`src/verilog/cl_config.svh`:
```
/* Widths, configuration table size, read credit limit,
   identity words and the LED pattern shown after reset */

`ifndef CL_CONFIG_SVH
`define CL_CONFIG_SVH

// ------------------------------
// Datapath widths
// ------------------------------
`define CL_ADDR_W      32
`define CL_DATA_W      32
`define CL_LED_W       16

// ------------------------------
// Configuration table
// ------------------------------
`define CL_CFG_DEPTH   8
// Table plus out-of-range space
`define CL_CFG_AW      4

// Outstanding read limit and count width
`define CL_MAX_RD      4
`define CL_CNT_W       3

// Identity and configuration words
`define CL_ID0_VALUE   32'hC15E_0A01
`define CL_ID1_VALUE   32'h0001_C15E
`define CL_TILES_X     32'd4
`define CL_TILES_Y     32'd4
`define CL_VLED_VALUE  16'hbeef

`endif

```
`src/verilog/cl_pkg.sv`:
```
/* Shared types: address, data, LED, configuration address,
   read count, requester tag and arbiter states */

`include "cl_config.svh"

package cl_pkg;

  // ------------------------------
  // Vector types
  // ------------------------------
  typedef logic [`CL_ADDR_W-1:0]  addr_t;
  typedef logic [`CL_DATA_W-1:0]  data_t;
  typedef logic [`CL_LED_W-1:0]   led_t;
  typedef logic [`CL_CFG_AW-1:0]  cfg_addr_t;
  typedef logic [`CL_CNT_W-1:0]   rd_cnt_t;

  // Requester tag, 0 is host and 1 is core
  typedef logic owner_t;

  // ------------------------------
  // Arbiter states
  // ------------------------------
  typedef enum logic [1:0] {
    ARB_IDLE,
    ARB_HOST,
    ARB_CORE
  } arb_state_e;

endpackage

```
`src/verilog/cl_status_regs.sv`:
```
/* Virtual LED register, two-flop DIP synchronizer and
   the read-only configuration table */

`include "cl_config.svh"

module cl_status_regs (
  input  logic              clk_main_a0,
  input  logic              rst_main_n_sync,
  input  cl_pkg::led_t      vdip_i,
  input  logic              cfg_rd_i,
  input  cl_pkg::cfg_addr_t cfg_addr_i,
  output cl_pkg::led_t      vled_o,
  output logic              cfg_rvalid_o,
  output cl_pkg::data_t     cfg_rdata_o
);

  localparam int IDX_W = $clog2(`CL_CFG_DEPTH);

  cl_pkg::led_t  vdip_q1;
  cl_pkg::led_t  vdip_q2;
  cl_pkg::led_t  vled_q;
  cl_pkg::data_t cfg_table [`CL_CFG_DEPTH];
  cl_pkg::data_t cfg_word;

  // ------------------------------
  // DIP sync and LED pattern
  // ------------------------------
  always_ff @(posedge clk_main_a0) begin
    if (!rst_main_n_sync) begin
      vdip_q1 <= '0;
      vdip_q2 <= '0;
      vled_q  <= '0;
    end else begin
      vdip_q1 <= vdip_i;
      vdip_q2 <= vdip_q1;
      vled_q  <= `CL_VLED_VALUE;
    end
  end

  assign vled_o = vled_q;

  // ------------------------------
  // Configuration table
  // ------------------------------
  always_comb begin
    for (int i = 0; i < `CL_CFG_DEPTH; i++) begin
      cfg_table[i] = '0;
    end
    cfg_table[0] = `CL_ID0_VALUE;
    cfg_table[1] = `CL_ID1_VALUE;
    cfg_table[2] = `CL_TILES_X;
    cfg_table[3] = `CL_TILES_Y;
    cfg_table[4] = cl_pkg::data_t'(`CL_MAX_RD);
    // Synchronized switches, zero-extended
    cfg_table[5] = cl_pkg::data_t'(vdip_q2);
  end

  // Anything past the table reads as zero
  assign cfg_word = (cfg_addr_i < cl_pkg::cfg_addr_t'(`CL_CFG_DEPTH)) ?
                    cfg_table[cfg_addr_i[IDX_W-1:0]] : '0;

  always_ff @(posedge clk_main_a0) begin
    if (!rst_main_n_sync) begin
      cfg_rvalid_o <= 1'b0;
    end else begin
      cfg_rvalid_o <= cfg_rd_i;
    end
  end

  always_ff @(posedge clk_main_a0) begin
    if (cfg_rd_i) begin
      cfg_rdata_o <= cfg_word;
    end
  end

endmodule

```
`src/verilog/cl_mem_arbiter_fsm.sv`:
```
/* Round-robin FSM granting the shared memory request port
   to the host or the core requester */

module cl_mem_arbiter_fsm (
  input  logic           clk_main_a0,
  input  logic           rst_main_n_sync,
  input  logic           host_req_valid_i,
  input  logic           host_req_we_i,
  input  cl_pkg::addr_t  host_req_addr_i,
  input  cl_pkg::data_t  host_req_wdata_i,
  output logic           host_req_ready_o,
  input  logic           core_req_valid_i,
  input  logic           core_req_we_i,
  input  cl_pkg::addr_t  core_req_addr_i,
  input  cl_pkg::data_t  core_req_wdata_i,
  output logic           core_req_ready_o,
  output logic           mem_req_valid_o,
  output logic           mem_req_we_o,
  output cl_pkg::addr_t  mem_req_addr_o,
  output cl_pkg::data_t  mem_req_wdata_o,
  input  logic           mem_req_ready_i,
  input  logic           credit_avail_i,
  output logic           rd_issue_o,
  output cl_pkg::owner_t rd_owner_o
);

  cl_pkg::arb_state_e state_q;
  cl_pkg::arb_state_e state_d;
  cl_pkg::owner_t     last_grant_q;
  logic               host_elig;
  logic               core_elig;
  logic               pick_core;

  // Reads need a free credit, writes are posted
  assign host_elig = host_req_valid_i && (host_req_we_i || credit_avail_i);
  assign core_elig = core_req_valid_i && (core_req_we_i || credit_avail_i);

  // Core wins when alone or when host was granted last
  assign pick_core = core_elig && (!host_elig || (last_grant_q == 1'b0));

  // ------------------------------
  // Next state
  // ------------------------------
  always_comb begin
    state_d = state_q;
    case (state_q)
      cl_pkg::ARB_IDLE: begin
        if (pick_core) begin
          state_d = cl_pkg::ARB_CORE;
        end else if (host_elig) begin
          state_d = cl_pkg::ARB_HOST;
        end
      end
      cl_pkg::ARB_HOST, cl_pkg::ARB_CORE: begin
        if (mem_req_ready_i) begin
          state_d = cl_pkg::ARB_IDLE;
        end
      end
      default: state_d = cl_pkg::ARB_IDLE;
    endcase
  end

  always_ff @(posedge clk_main_a0) begin
    if (!rst_main_n_sync) begin
      state_q      <= cl_pkg::ARB_IDLE;
      last_grant_q <= 1'b1;
    end else begin
      state_q <= state_d;
      if ((state_q == cl_pkg::ARB_IDLE) && (state_d != cl_pkg::ARB_IDLE)) begin
        last_grant_q <= pick_core;
      end
    end
  end

  // Request copy for the memory port, loaded while idle
  always_ff @(posedge clk_main_a0) begin
    if (state_q == cl_pkg::ARB_IDLE) begin
      mem_req_we_o    <= pick_core ? core_req_we_i    : host_req_we_i;
      mem_req_addr_o  <= pick_core ? core_req_addr_i  : host_req_addr_i;
      mem_req_wdata_o <= pick_core ? core_req_wdata_i : host_req_wdata_i;
    end
  end

  // ------------------------------
  // Handshake outputs
  // ------------------------------
  assign mem_req_valid_o  = (state_q != cl_pkg::ARB_IDLE);
  assign host_req_ready_o = (state_q == cl_pkg::ARB_HOST) && mem_req_ready_i;
  assign core_req_ready_o = (state_q == cl_pkg::ARB_CORE) && mem_req_ready_i;

  // One pulse per accepted read
  assign rd_issue_o = mem_req_valid_o && mem_req_ready_i && !mem_req_we_o;
  assign rd_owner_o = cl_pkg::owner_t'(state_q == cl_pkg::ARB_CORE);

endmodule

```
`src/verilog/cl_credit_counter.sv`:
```
/* Outstanding read counter with a credit-available flag */

`include "cl_config.svh"

module cl_credit_counter (
  input  logic clk_main_a0,
  input  logic rst_main_n_sync,
  input  logic rd_issue_i,
  input  logic mem_rsp_valid_i,
  output logic credit_avail_o
);

  cl_pkg::rd_cnt_t count_q;

  // ------------------------------
  // Count update
  // ------------------------------
  // Issue and return in the same cycle leave the count alone
  always_ff @(posedge clk_main_a0) begin
    if (!rst_main_n_sync) begin
      count_q <= '0;
    end else begin
      case ({rd_issue_i, mem_rsp_valid_i})
        2'b10: begin
          count_q <= count_q + cl_pkg::rd_cnt_t'(1);
        end
        2'b01: begin
          count_q <= count_q - cl_pkg::rd_cnt_t'(1);
        end
        default: begin
          count_q <= count_q;
        end
      endcase
    end
  end

  // Room for one more read
  assign credit_avail_o = (count_q < cl_pkg::rd_cnt_t'(`CL_MAX_RD));

endmodule

```
`src/verilog/cl_resp_router.sv`:
```
/* Owner tag queue and read response steering to the
   host or core requester, in issue order */

`include "cl_config.svh"

module cl_resp_router (
  input  logic           clk_main_a0,
  input  logic           rst_main_n_sync,
  input  logic           rd_issue_i,
  input  cl_pkg::owner_t rd_owner_i,
  input  logic           mem_rsp_valid_i,
  input  cl_pkg::data_t  mem_rsp_rdata_i,
  output logic           host_rsp_valid_o,
  output cl_pkg::data_t  host_rsp_rdata_o,
  output logic           core_rsp_valid_o,
  output cl_pkg::data_t  core_rsp_rdata_o
);

  localparam int PTR_W = $clog2(`CL_MAX_RD);

  cl_pkg::owner_t owner_q [`CL_MAX_RD];
  logic [PTR_W:0] wr_ptr_q;
  logic [PTR_W:0] rd_ptr_q;
  logic           queue_empty;
  logic           rsp_take;
  cl_pkg::owner_t head_owner;
  cl_pkg::data_t  rsp_rdata_q;

  // ------------------------------
  // Owner queue
  // ------------------------------
  // Extra pointer bit tells full from empty
  assign queue_empty = (wr_ptr_q == rd_ptr_q);
  assign head_owner  = owner_q[rd_ptr_q[PTR_W-1:0]];
  // Stray response with nothing queued is dropped
  assign rsp_take    = mem_rsp_valid_i && !queue_empty;

  always_ff @(posedge clk_main_a0) begin
    if (rd_issue_i) begin
      owner_q[wr_ptr_q[PTR_W-1:0]] <= rd_owner_i;
    end
  end

  always_ff @(posedge clk_main_a0) begin
    if (!rst_main_n_sync) begin
      wr_ptr_q         <= '0;
      rd_ptr_q         <= '0;
      host_rsp_valid_o <= 1'b0;
      core_rsp_valid_o <= 1'b0;
    end else begin
      if (rd_issue_i) begin
        wr_ptr_q <= wr_ptr_q + 1'b1;
      end
      if (rsp_take) begin
        rd_ptr_q <= rd_ptr_q + 1'b1;
      end
      host_rsp_valid_o <= rsp_take && (head_owner == 1'b0);
      core_rsp_valid_o <= rsp_take && (head_owner == 1'b1);
    end
  end

  // ------------------------------
  // Response data
  // ------------------------------
  always_ff @(posedge clk_main_a0) begin
    if (mem_rsp_valid_i) begin
      rsp_rdata_q <= mem_rsp_rdata_i;
    end
  end

  // Only the flagged requester samples it
  assign host_rsp_rdata_o = rsp_rdata_q;
  assign core_rsp_rdata_o = rsp_rdata_q;

endmodule

```
`src/verilog/cl_shell_top.sv`:
```
/* Shell top: arbiter, credit counter, response router
   and status registers */

module cl_shell_top (
  input  logic              clk_main_a0,
  input  logic              rst_main_n_sync,
  // Host requester
  input  logic              host_req_valid_i,
  input  logic              host_req_we_i,
  input  cl_pkg::addr_t     host_req_addr_i,
  input  cl_pkg::data_t     host_req_wdata_i,
  output logic              host_req_ready_o,
  output logic              host_rsp_valid_o,
  output cl_pkg::data_t     host_rsp_rdata_o,
  // Core requester
  input  logic              core_req_valid_i,
  input  logic              core_req_we_i,
  input  cl_pkg::addr_t     core_req_addr_i,
  input  cl_pkg::data_t     core_req_wdata_i,
  output logic              core_req_ready_o,
  output logic              core_rsp_valid_o,
  output cl_pkg::data_t     core_rsp_rdata_o,
  // Shared memory port
  output logic              mem_req_valid_o,
  output logic              mem_req_we_o,
  output cl_pkg::addr_t     mem_req_addr_o,
  output cl_pkg::data_t     mem_req_wdata_o,
  input  logic              mem_req_ready_i,
  input  logic              mem_rsp_valid_i,
  input  cl_pkg::data_t     mem_rsp_rdata_i,
  // Status side
  input  logic              cfg_rd_i,
  input  cl_pkg::cfg_addr_t cfg_addr_i,
  output logic              cfg_rvalid_o,
  output cl_pkg::data_t     cfg_rdata_o,
  input  cl_pkg::led_t      vdip_i,
  output cl_pkg::led_t      vled_o
);

  logic           credit_avail;
  logic           rd_issue;
  cl_pkg::owner_t rd_owner;

  // ------------------------------
  // Memory request path
  // ------------------------------
  cl_mem_arbiter_fsm u_arbiter (
    .clk_main_a0      (clk_main_a0),
    .rst_main_n_sync  (rst_main_n_sync),
    .host_req_valid_i (host_req_valid_i),
    .host_req_we_i    (host_req_we_i),
    .host_req_addr_i  (host_req_addr_i),
    .host_req_wdata_i (host_req_wdata_i),
    .host_req_ready_o (host_req_ready_o),
    .core_req_valid_i (core_req_valid_i),
    .core_req_we_i    (core_req_we_i),
    .core_req_addr_i  (core_req_addr_i),
    .core_req_wdata_i (core_req_wdata_i),
    .core_req_ready_o (core_req_ready_o),
    .mem_req_valid_o  (mem_req_valid_o),
    .mem_req_we_o     (mem_req_we_o),
    .mem_req_addr_o   (mem_req_addr_o),
    .mem_req_wdata_o  (mem_req_wdata_o),
    .mem_req_ready_i  (mem_req_ready_i),
    .credit_avail_i   (credit_avail),
    .rd_issue_o       (rd_issue),
    .rd_owner_o       (rd_owner)
  );

  cl_credit_counter u_credit (
    .clk_main_a0     (clk_main_a0),
    .rst_main_n_sync (rst_main_n_sync),
    .rd_issue_i      (rd_issue),
    .mem_rsp_valid_i (mem_rsp_valid_i),
    .credit_avail_o  (credit_avail)
  );

  // Read data back to its requester
  cl_resp_router u_router (
    .clk_main_a0      (clk_main_a0),
    .rst_main_n_sync  (rst_main_n_sync),
    .rd_issue_i       (rd_issue),
    .rd_owner_i       (rd_owner),
    .mem_rsp_valid_i  (mem_rsp_valid_i),
    .mem_rsp_rdata_i  (mem_rsp_rdata_i),
    .host_rsp_valid_o (host_rsp_valid_o),
    .host_rsp_rdata_o (host_rsp_rdata_o),
    .core_rsp_valid_o (core_rsp_valid_o),
    .core_rsp_rdata_o (core_rsp_rdata_o)
  );

  cl_status_regs u_status (
    .clk_main_a0     (clk_main_a0),
    .rst_main_n_sync (rst_main_n_sync),
    .vdip_i          (vdip_i),
    .cfg_rd_i        (cfg_rd_i),
    .cfg_addr_i      (cfg_addr_i),
    .vled_o          (vled_o),
    .cfg_rvalid_o    (cfg_rvalid_o),
    .cfg_rdata_o     (cfg_rdata_o)
  );

endmodule

```
`config.mk`:
```
export PLATFORM = sky130hd
export DESIGN_NAME = cl_shell_top
export DESIGN_NICKNAME = d
export VERILOG_FILES = /design/src/verilog/cl_pkg.sv /design/src/verilog/cl_status_regs.sv /design/src/verilog/cl_mem_arbiter_fsm.sv /design/src/verilog/cl_credit_counter.sv /design/src/verilog/cl_resp_router.sv /design/src/verilog/cl_shell_top.sv
export VERILOG_INCLUDE_DIRS = /design/src /design/src/verilog
export SDC_FILE = /design/constraint.sdc
export NUM_CORES = 1
export LEC_CHECK = 0
export BUFFER_PORTS_ARGS = -buffer_cell sky130_fd_sc_hd__buf_4
export CAP_MARGIN = 20
export CELL_PAD_IN_SITES_DETAIL_PLACEMENT = 1
export CELL_PAD_IN_SITES_GLOBAL_PLACEMENT = 1
export CORE_AREA = 2 2 144 146
export CTS_CLUSTER_SIZE = 25
export DETAILED_ROUTE_END_ITERATION = 10
export DIE_AREA = 0 0 146 148
export GPL_TIMING_DRIVEN = 0
export PLACE_DENSITY = 0.89
export SLEW_MARGIN = 20
export SYNTH_ARGS = -nofsm -noshare
export SYNTH_HDL_FRONTEND = slang
export SYNTH_HIERARCHICAL = 1
export SYNTH_SLANG_ARGS = --single-unit
```
`constraint.sdc`:
```
create_clock -name clk_main_a0 -period 8.7 [get_ports clk_main_a0]
set_input_delay 0.435 -clock clk_main_a0 [delete_from_list [all_inputs] [get_ports clk_main_a0]]
set_output_delay 0.435 -clock clk_main_a0 [all_outputs]
set_load 0.005 [all_outputs]
```
**Word level (Yosys, flattened, before mapping)**

Memories as Yosys holds them, arrays and structs flattened. A register that Yosys moved wholly into a read port is not among the register bits.
Cells that the tools add are included.

- Bits in writable memories: 4
- Input bits: 189
- Memories kept: 1
- ROM bits: 0
- Latch bits: 0
- Register bits after elaboration: 192

Memory list:

| name | depth | width | read ports | clocked after Yosys merged registers in | write ports | line | text |
|---|---|---|---|---|---|---|---|
| u_router.owner_q | 4 | 1 | 1 | 1 | 1 | cl_resp_router.sv:21 | `` cl_pkg::owner_t owner_q [`CL_MAX_RD]; `` |

- Bitwise operators: 3
- Order comparisons: 3
- $add $sub $neg: 4
- Multipliers: 0
- Equal/unequal tests: 5
- Divide/modulo/power cells: 0
- Multiplexer cells: 16
- Reductions and logical operators: 22
- Shifts and indexed selects: 0

Operators with widths:

| cell | number |
|---|---|
| $mux 32 | 4 |
| $bmux 32 s3 | 1 |
| $mux 16 | 1 |
| $logic_and 1x1->1 | 11 |
| $mux 2 | 5 |
| $add 3x1->3 const B | 3 |
| $pmux 3 s2 | 1 |
| $reduce_bool 2->1 | 3 |
| $eq 2x1->1 const B | 2 |
| $eq 2x2->1 const B | 2 |
| $ge 4x4->1 const B | 1 |
| $lt 4x4->1 const B | 1 |
| $not 3->4 | 1 |
| $pmux 2 s2 | 1 |
| $eq 3x3->1 | 1 |
| $logic_not 1->1 | 3 |
| $logic_or 1x1->1 | 3 |
| $lt 3x3->1 const B | 1 |
| $mux 1 | 3 |
| $sub 3x1->3 const B | 1 |
| $logic_not 2->1 | 1 |
| $not 1->1 | 2 |
| $reduce_or 2->1 | 1 |

**Longest topological paths before layout**

Gate-level depths: netlist of run 1.

- Depth in word-level cells: 10
- Mapped depth: 10
- Mapped depth without buffers: 10

**Hierarchy**

The synthesis of run 1 kept the hierarchy.

By module, submodules not included:

| module | seq. area each (um2) | cells each | area an instance (um2) | times used |
|---|---|---|---|---|
| cl_mem_arbiter_fsm | 2011.9 | 168 | 3012.9 | 1 |
| cl_resp_router | 1281.2 | 127 | 1863.0 | 1 |
| cl_status_regs | 1221.2 | 156 | 1863.0 | 1 |
| cl_credit_counter | 60.1 | 19 | 168.9 | 1 |

**Worst setup path before layout of run 1**

Ideal clock, no wire load.

- Path type: reg2reg
- Start point: register u_arbiter.state_q[0]
- End point: register u_credit.count_q[2]
- Buffers on the path: 0
- Arrival time: 3.775 ns
- Slack: 4.855 ns
- Required time: 8.630 ns
- Cell stages (with the launch flop): 11
- Clock period less this slack: 3.845 ns
- Path through: dfxtp_1 > inv_1 > ha_1 > nor3b_1 > inv_1 > ha_1 > inv_1 > fa_1 > xor2_1 > or3_1 > a21boi_1

- Cells in the longest elaborated chain, start to end: 5
- Elaborated cells between the ends (all ways): 7
- Those cells by class: eq/ne (2); mux (1); reduce/logical (4)

Ends and longest elaborated chain:

| what | line | text |
|---|---|---|
| start, declared | cl_mem_arbiter_fsm.sv:27 | `cl_pkg::arb_state_e state_q;` |
| start signal, assigned | cl_mem_arbiter_fsm.sv:65 | `state_q <= cl_pkg::ARB_IDLE;` |
| start signal, assigned | cl_mem_arbiter_fsm.sv:68 | `state_q <= state_d;` |
| $reduce_bool 2->1 * | cl_mem_arbiter_fsm.sv:87 | `assign mem_req_valid_o = (state_q != cl_pkg::ARB_IDLE);` |
| $logic_and 1x1->1 * (2 in a row) | cl_mem_arbiter_fsm.sv:92 | `assign rd_issue_o = mem_req_valid_o && mem_req_ready_i && !mem_req_we_o;` |
| via rd_issue | cl_shell_top.sv:41 | `logic rd_issue;` |
| $eq 2x1->1 or $eq 2x2->1 (tied branches) | cl_credit_counter.sv:23 | `case ({rd_issue_i, mem_rsp_valid_i})` |
| $pmux 3 s2 or $reduce_bool 2->1 (tied branches) | - |  |
| end signal, assigned | cl_credit_counter.sv:25 | `count_q <= count_q + cl_pkg::rd_cnt_t'(1);` |
| end signal, assigned | cl_credit_counter.sv:28 | `count_q <= count_q - cl_pkg::rd_cnt_t'(1);` |
| end signal, assigned | cl_credit_counter.sv:31 | `count_q <= count_q;` |
| end, declared | cl_credit_counter.sv:13 | `cl_pkg::rd_cnt_t count_q;` |

The timed path passes the listed nets; every way through them passes the cells marked *.
A chain may end at the register's enable or synchronous reset.

**Worst setup path in the final report of run 1**

- Start point: register u_arbiter.state_q[1]
- End point: register u_credit.count_q[2]

Same word-level chain as after synthesis.

==> key figures, run 1 <==
Power
  • Internal power consumption: 1.659 mW
  • Switching part of the total: 25.21%
  • Seq pwr share: 46.3%
  • Relative contribution of the clock network to total power: 33.2%
  • LEAKAGE: 4.716 nW
  • Power Dens Cells: 209.6 nW/um^2
  • Part of the power in combinational logic: 20.5%
  • P_sw: 0.5592 mW
  • Worst-case vdd ir drop: 124.8 uV

Placement
  • Sum of net half-perimeters after detailed placement: 14.98 mm
  • Placer congestion estimate: 0.7374
  • Placement-stage cell area: 10010 um^2
  • Input/output buffers: 360

Synthesis
  • Prevailing post-synth register cell: sky130_fd_sc_hd__edfxtp_1
  • Flops & latches, synth: 169
  • Cell taking the most area after synthesis: sky130_fd_sc_hd__edfxtp_1
  • Number of enable flip-flop cells after synthesis: 119
  • Yosys top cell area share: 51.73%
  • Sequential area share after synthesis: 66.22%
  • Cell types occupying the most area after synthesis: sky130_fd_sc_hd__edfxtp_1, sky130_fd_sc_hd__dfxtp_1, sky130_fd_sc_hd__buf_4
  • Count of warnings emitted by yosys: 6
  • Post-synthesis instance area: 6908 um^2
  • Number of instances in the synthesized netlist: 470
  • Async set-reset flop share out of synthesis: 0%
  • Cell variety after synth: 45
  • Per-instance average area after synthesis: 14.70 um^2

Job
  • # Max-Cap Violations: 0

Floorplanning
  • Number of top-level pins: 372
  • Starting utilization of the core area: 34.47%
  • Row cnt: 52
  • Placeable Area: 20040 um^2
  • DIE AREA: 21610 um^2
  • Die Span X: 146 um
  • DIE HEIGHT: 148 um

GRT
  • Met3 Resource Use GR: 6.420%
  • GR Util met2: 33.44%
  • Number of antenna violations at the first check in global routing: 0
  • Largest net degree at the start of global routing: 39
  • Wire length of the first global-routing pass: 28.99 mm
  • Global routing met1 resource utilization: 17.14%
  • Most Crowded Layer GR: met2
  • Vias in the first global route: 5418
  • Remaining Overflow, GRT: 0
  • Global router's overall resource usage: 17.35%

STA
  • Slew at the pin closest to its max-slew limit: 0.7766 ns
  • Share of the clock period used by the worst path after layout: 31.71%
  • Unrepaired setup endpoints after global routing: false
  • Final min period: 2.759 ns
  • Maximum clock frequency: 362.5 MHz
  • Number of hold violations in the final report: 0
  • Final Hold Slack: 0.1890 ns
  • Accumulated negative setup slack: 0 ns
  • Number of max-slew violations in the final report: 0
  • Slew Limit Headroom: 48.11%
  • Setup-failing EPs final: 0
  • Worst setup skew after layout: 0.01527 ns

Clock network
  • CTS sink count: 169
  • CTS Hold Buffers Added: 0
  • # resized after CTS: 0
  • Maximum clock insertion buffer count: 2
  • H-tree levels: 4
  • Clock edge transition at the registers on the reported setup and hold paths: 0.07 ns
  • Post-CTS Setup Bufs: 0
  • CTS Buf Count: 17
  • Clock tree from TritonCTS: done
  • Clock latency of the later-clocked register in the worst-skew pair: 0.43 ns
  • Root Driver: sky130_fd_sc_hd__clkbuf_16

Cells and area
  • Filler instances: 2128
  • Sequential Area: 4574 um^2
  • Number of nets in the finished design: 1059
  • Combined area of the multi-input logic cells: 1744 um^2
  • Most frequent standard cell in the layout excluding fill and tap cells: sky130_fd_sc_hd__buf_4
  • Cell area after layout: 10590 um^2
  • Layout cells sized above 1: 58.03%
  • Inserted Diodes: 0
  • Leading cell types in the layout, fill and taps excluded: sky130_fd_sc_hd__buf_4, sky130_fd_sc_hd__edfxtp_1, sky130_fd_sc_hd__dfxtp_1
  • Area Growth Syn to Fin: 53.23%

Outcome
  • Status: finished clean

Route
  • Vias per cell: 4.369
  • Detailed Route WL: 19.15 mm
  • Iteration-0 DRC count of the detailed router: 149
  • Vias after detailed routing: 4989
  • DR WL/cell: 16.77 um
  • Remaining design rule violation count: 0
  • Router iterations before antenna repair: 4
  • Antenna Nets Post-Route: 0

Critical path
  • Kind of capture point of the worst setup path: flip-flop
  • Critical path data required time: 9.04 ns
  • Type of the worst setup path: flip-flop to flip-flop
  • Kind of start point of the critical path: flip-flop
  • Critical Path Fanout Max: 38
  • Data arrival time of the critical path: 3.10 ns

Hold path
  • Class of the most critical hold timing path: primary input to flip-flop
## worst max-delay path, cell delays in order (launching register included)
cell and delay, ns:
sky130_fd_sc_hd__dfxtp_1 0.39, sky130_fd_sc_hd__inv_1 0.12, sky130_fd_sc_hd__ha_4 0.35, sky130_fd_sc_hd__nor3b_1 0.71, sky130_fd_sc_hd__inv_1 0.10, sky130_fd_sc_hd__ha_1 0.24, sky130_fd_sc_hd__inv_1 0.07, sky130_fd_sc_hd__fa_1 0.17
sky130_fd_sc_hd__xor2_1 0.07, sky130_fd_sc_hd__or3_1 0.31, sky130_fd_sc_hd__a21boi_1 0.15
## cell families after synthesis
logic type      count (synthesis)  synth area share (%)
xor+xnor                        7                0.8875
buf+inv                        93                 9.201
simple gates                   90                 7.644
flops                         169                 66.22
fa+ha+maj                      11                 2.101
mux                            68                 11.21
compound gates                 31                 2.681
other cells                     1               0.05429
## sequential cells by signal, summed over array words and instances (netlist names), 2 cells and up, named ones only
register and cells:
u_arbiter/mem_req_wdata_o 32, u_router/rd_ptr_q 3, u_status/cfg_rdata_o 18, u_credit/count_q 3
u_arbiter/mem_req_addr_o 32, u_status/vdip_q1 16, u_router/core_rsp_rdata_o 32, u_router/owner_q 4
u_router/wr_ptr_q 3, u_status/vdip_q2 16, u_arbiter/state_q 2
## power groups by stage
stage,combinational [mW],clock [mW],sequential [mW]
2_1_floorplan,0.165,0,1.05
3_3_place_gp,0.440,0,1.05
3_5_place_dp,0.463,0,1.05
4_1_cts,0.465,0.755,1.03
5_1_grt,0.493,0.787,1.04
6_report,0.455,0.735,1.03
## area by class of cell
class                   count  share of cell area, %
flip-flops and latches    169                  43.21
clock buffers              18                  4.054
plain buffers              73                  5.295
well taps                 270                  3.191
clock inverters            14                  1.336
multi-input cells         217                  16.48
repair buffers            361                  25.72
inverters                  20                 0.7092
## cell usage after synthesis, drive strengths merged, types with 2 or more instances
library cell and instances:
a21oi 13, and2 42, and3 5, buf 70, clkbuf 3, dfxtp 50
edfxtp 119, ha 10, inv 20, mux2 65, mux2i 2, nand2 8
nand3 6, nand4 3, nor2 9, nor2b 3, nor3 3, o211ai 3
o21a 2, o21ai 9, or2 2, or3 2, or4 2, xnor2 3
xor2 4
## worst paths after layout
check | from | end | slack, ns | depth (start not counted)
worst min-delay path | mem_rsp_rdata_i[5] | u_router/core_rsp_rdata_o[5] | 0.19 | 1
worst max register to register | u_arbiter/state_q[1] | u_credit/count_q[2] | 5.94 | 10
worst min register to register | u_status/vdip_q1[10] | u_status/vdip_q2[10] | 0.43 | 1
worst max-delay path | u_arbiter/state_q[1] | u_credit/count_q[2] | 5.94 | 10
## layer usage
layer | share of wire (%) | up-vias
met5 | 0 | -
li1 | - | 2366
met1 | 34 | 2361
met3 | 8.7 | 23
met2 | 55 | 239
met4 | 1.8 | 0
## through the flow
stage,setup WS [ns],power [mW],std cells,utilization [%]
final,5.941,2.218,1142,52.82
after global routing,5.641,2.319,1142,52.82
after CTS,5.909,2.250,1142,52.82
after detailed placement,5.959,1.510,1110,49.98
after global placement,3.737,1.487,1109,49.81
after floorplan,4.855,1.219,479,-
(Power assumes the default switching activity.)
==> run 2, diff against run 1 <==
CORE_AREA = unset   (was 2 2 144 146)
CORE_MARGIN = 2   (was unset)
CORE_UTILIZATION = 34   (was unset)
DIE_AREA = unset   (was 0 0 146 148)
PLACE_DENSITY = 0.88   (was 0.89)
clock period = 2.55 ns   (was 8.7 ns; I/O delays follow)
==> key figures, run 2 (synthesis results as in run 1) <==
Floorplanning
  • Die Span X: 146.5 um
  • Placeable Area: 20100 um^2
  • Starting utilization of the core area: 34.36%
  • DIE AREA: 21470 um^2
  • Number of top-level pins: 372
  • Row cnt: 52
  • DIE HEIGHT: 146.5 um

Clock network
  • Clock latency of the later-clocked register in the worst-skew pair: 0.44 ns
  • Maximum clock insertion buffer count: 2
  • H-tree levels: 4
  • CTS Buf Count: 17
  • Clock tree from TritonCTS: done
  • CTS sink count: 169
  • Clock edge transition at the registers on the reported setup and hold paths: 0.08 ns
  • Root Driver: sky130_fd_sc_hd__clkbuf_16

Cells and area
  • Number of nets in the finished design: 1219
  • Filler instances: 1980
  • Sequential Area: 4574 um^2
  • Combined area of the multi-input logic cells: 1763 um^2
  • Area Growth Syn to Fin: 76.76%
  • Utilization after layout: 60.74%
  • Leading cell types in the layout, fill and taps excluded: sky130_fd_sc_hd__buf_4, sky130_fd_sc_hd__dlygate4sd3_1, sky130_fd_sc_hd__edfxtp_1
  • Most frequent standard cell in the layout excluding fill and tap cells: sky130_fd_sc_hd__buf_4
  • Layout cells sized above 1: 49.42%

GRT
  • Largest net degree at the start of global routing: 39
  • Number of antenna violations at the first check in global routing: 1
  • Vias in the first global route: 6498
  • Remaining Overflow, GRT: 0
  • Wire length of the first global-routing pass: 37.93 mm
  • Global router's overall resource usage: 23.33%

Route
  • Metal1 wirelength: 8.891 mm
  • Routed met2 length: 14.64 mm
  • Remaining design rule violation count: 0
  • Detailed Route WL: 25.84 mm
  • Routed met3 length: 1.740 mm
  • Vias per cell: 4.423
  • Antenna Nets Post-Route: 0
  • Router iterations before antenna repair: 4
  • Iteration-0 DRC count of the detailed router: 140
  • Vias after detailed routing: 5763
  • DR WL/cell: 19.83 um
  • Highest routed metal layer: met4

STA
  • Slew at the pin closest to its max-slew limit: 0.5020 ns
  • Accumulated negative setup slack: 0 ns
  • Maximum clock frequency: 402.9 MHz
  • Final Hold Slack: 0.01977 ns
  • Worst setup skew after layout: 0.01986 ns
  • Number of max-slew violations in the final report: 0
  • Final min period: 2.482 ns
  • Setup-failing EPs final: 0
  • Share of the clock period used by the worst path after layout: 97.34%
  • Number of hold violations in the final report: 0
  • Slew Limit Headroom: 66.54%

Critical path
  • Most numerous cell on the critical path: sky130_fd_sc_hd__buf_8
  • Data arrival time of the critical path: 2.67 ns
  • Number of buffers and inverters on the critical path: 4
  • Highest cell delay on the worst timing path: 0.60 ns
  • CP max stage cell: sky130_fd_sc_hd__dlygate4sd3_1
  • Critical Path Fanout Max: 10
  • Gate family responsible for the most delay along the worst path: buffers and inverters
  • Type of the worst setup path: flip-flop to flip-flop
  • Kind of start point of the critical path: flip-flop
  • Cells traversed along the worst timing path: inv_1 > o21a_1 > a21oi_4 > buf_8 > buf_8 > mux2_1 > dlygate4sd3_1
  • Kind of capture point of the worst setup path: flip-flop
  • Critical path data required time: 2.74 ns

Power
  • Worst-case vdd ir drop: 503.6 uV
  • Power Dens Cells: 658.0 nW/um^2
  • LEAKAGE: 5.401 nW
  • Post-layout total power: 8.034 mW

Hold path
  • Class of the most critical hold timing path: primary input to flip-flop

Placement
  • Input/output buffers: 360
  • Sum of net half-perimeters after detailed placement: 14.59 mm
  • Placer congestion estimate: 0.6908

Job
  • # Max-Cap Violations: 0

Outcome
  • Status: finished clean
[run 2: layout make-up]
cell class / instances / area share (%)
diodes: 1 / 0.02049
plain buffers: 73 / 4.621
clock buffers: 19 / 3.627
clock inverters: 13 / 0.9017
inverters: 20 / 0.6148
multi-input cells: 217 / 14.44
flip-flops and latches: 169 / 37.46
well taps: 270 / 2.767
repair buffers: 521 / 35.55
[run 2: worst register-to-register path: cells and delay by family, from the launching register on]
| kind | cells | cell delay, ns |
|---|---|---|
| buffers and inverters | 4 | 1.05 |
| AO/OA/AOI/OAI | 2 | 0.46 |
| flip-flops | 1 | 0.37 |
| multiplexers | 1 | 0.36 |
[run 2: path summary, 6_finish.rpt]
kind	startpoint	endpoint	slack, ns	depth (start not counted)
max	u_credit/count_q[2]	u_arbiter/mem_req_wdata_o[6]	0.07	7
min	host_req_addr_i[12]	u_arbiter/mem_req_addr_o[12]	0.02	2
max reg2reg	u_credit/count_q[2]	u_arbiter/mem_req_wdata_o[6]	0.07	7
min reg2reg	u_status/vdip_q1[9]	u_status/vdip_q2[9]	0.43	1
[run 2: timing repair]
item / 4_1_cts / 5_1_grt
hold buffers: 153 / 4
resized for setup: 0 / 3
gates cloned: 0 / 0
endpoints found under the hold margin: 106 / 3
buffers inserted: 2 / 2
endpoints found under the setup margin: 2 / 26
pin swaps: 1 / 2
[run 2: where the power goes]
| part | leakage, nW | internal (mW) | switching [mW] |
|---|---|---|---|
| Clock | 0.271 | 1.31 | 1.21 |
| Sequential | 1.61 | 3.38 | 0.177 |
| Combinational | 3.52 | 1.18 | 0.781 |
| Total | 5.40 | 5.86 | 2.17 |
[run 2: per-layer routing]
layer / up-vias / track usage, %
li1: 2697 / -
met1: 2756 / 23.12
met2: 274 / 45.35
met3: 36 / 7.344
met4: 0 / 8.301
met5: - / 0
[run 2: per-stage QoR]
step	cell area [um^2]	setup WS, ns	instances
after CTS	12130	0.04984	1296
after detailed placement	10000	-0.4112	1109
after global placement	10000	-0.3654	1109
final	12210	0.06783	1303
after global routing	12210	-0.004739	1303
after floorplan	6959	0.01548	479
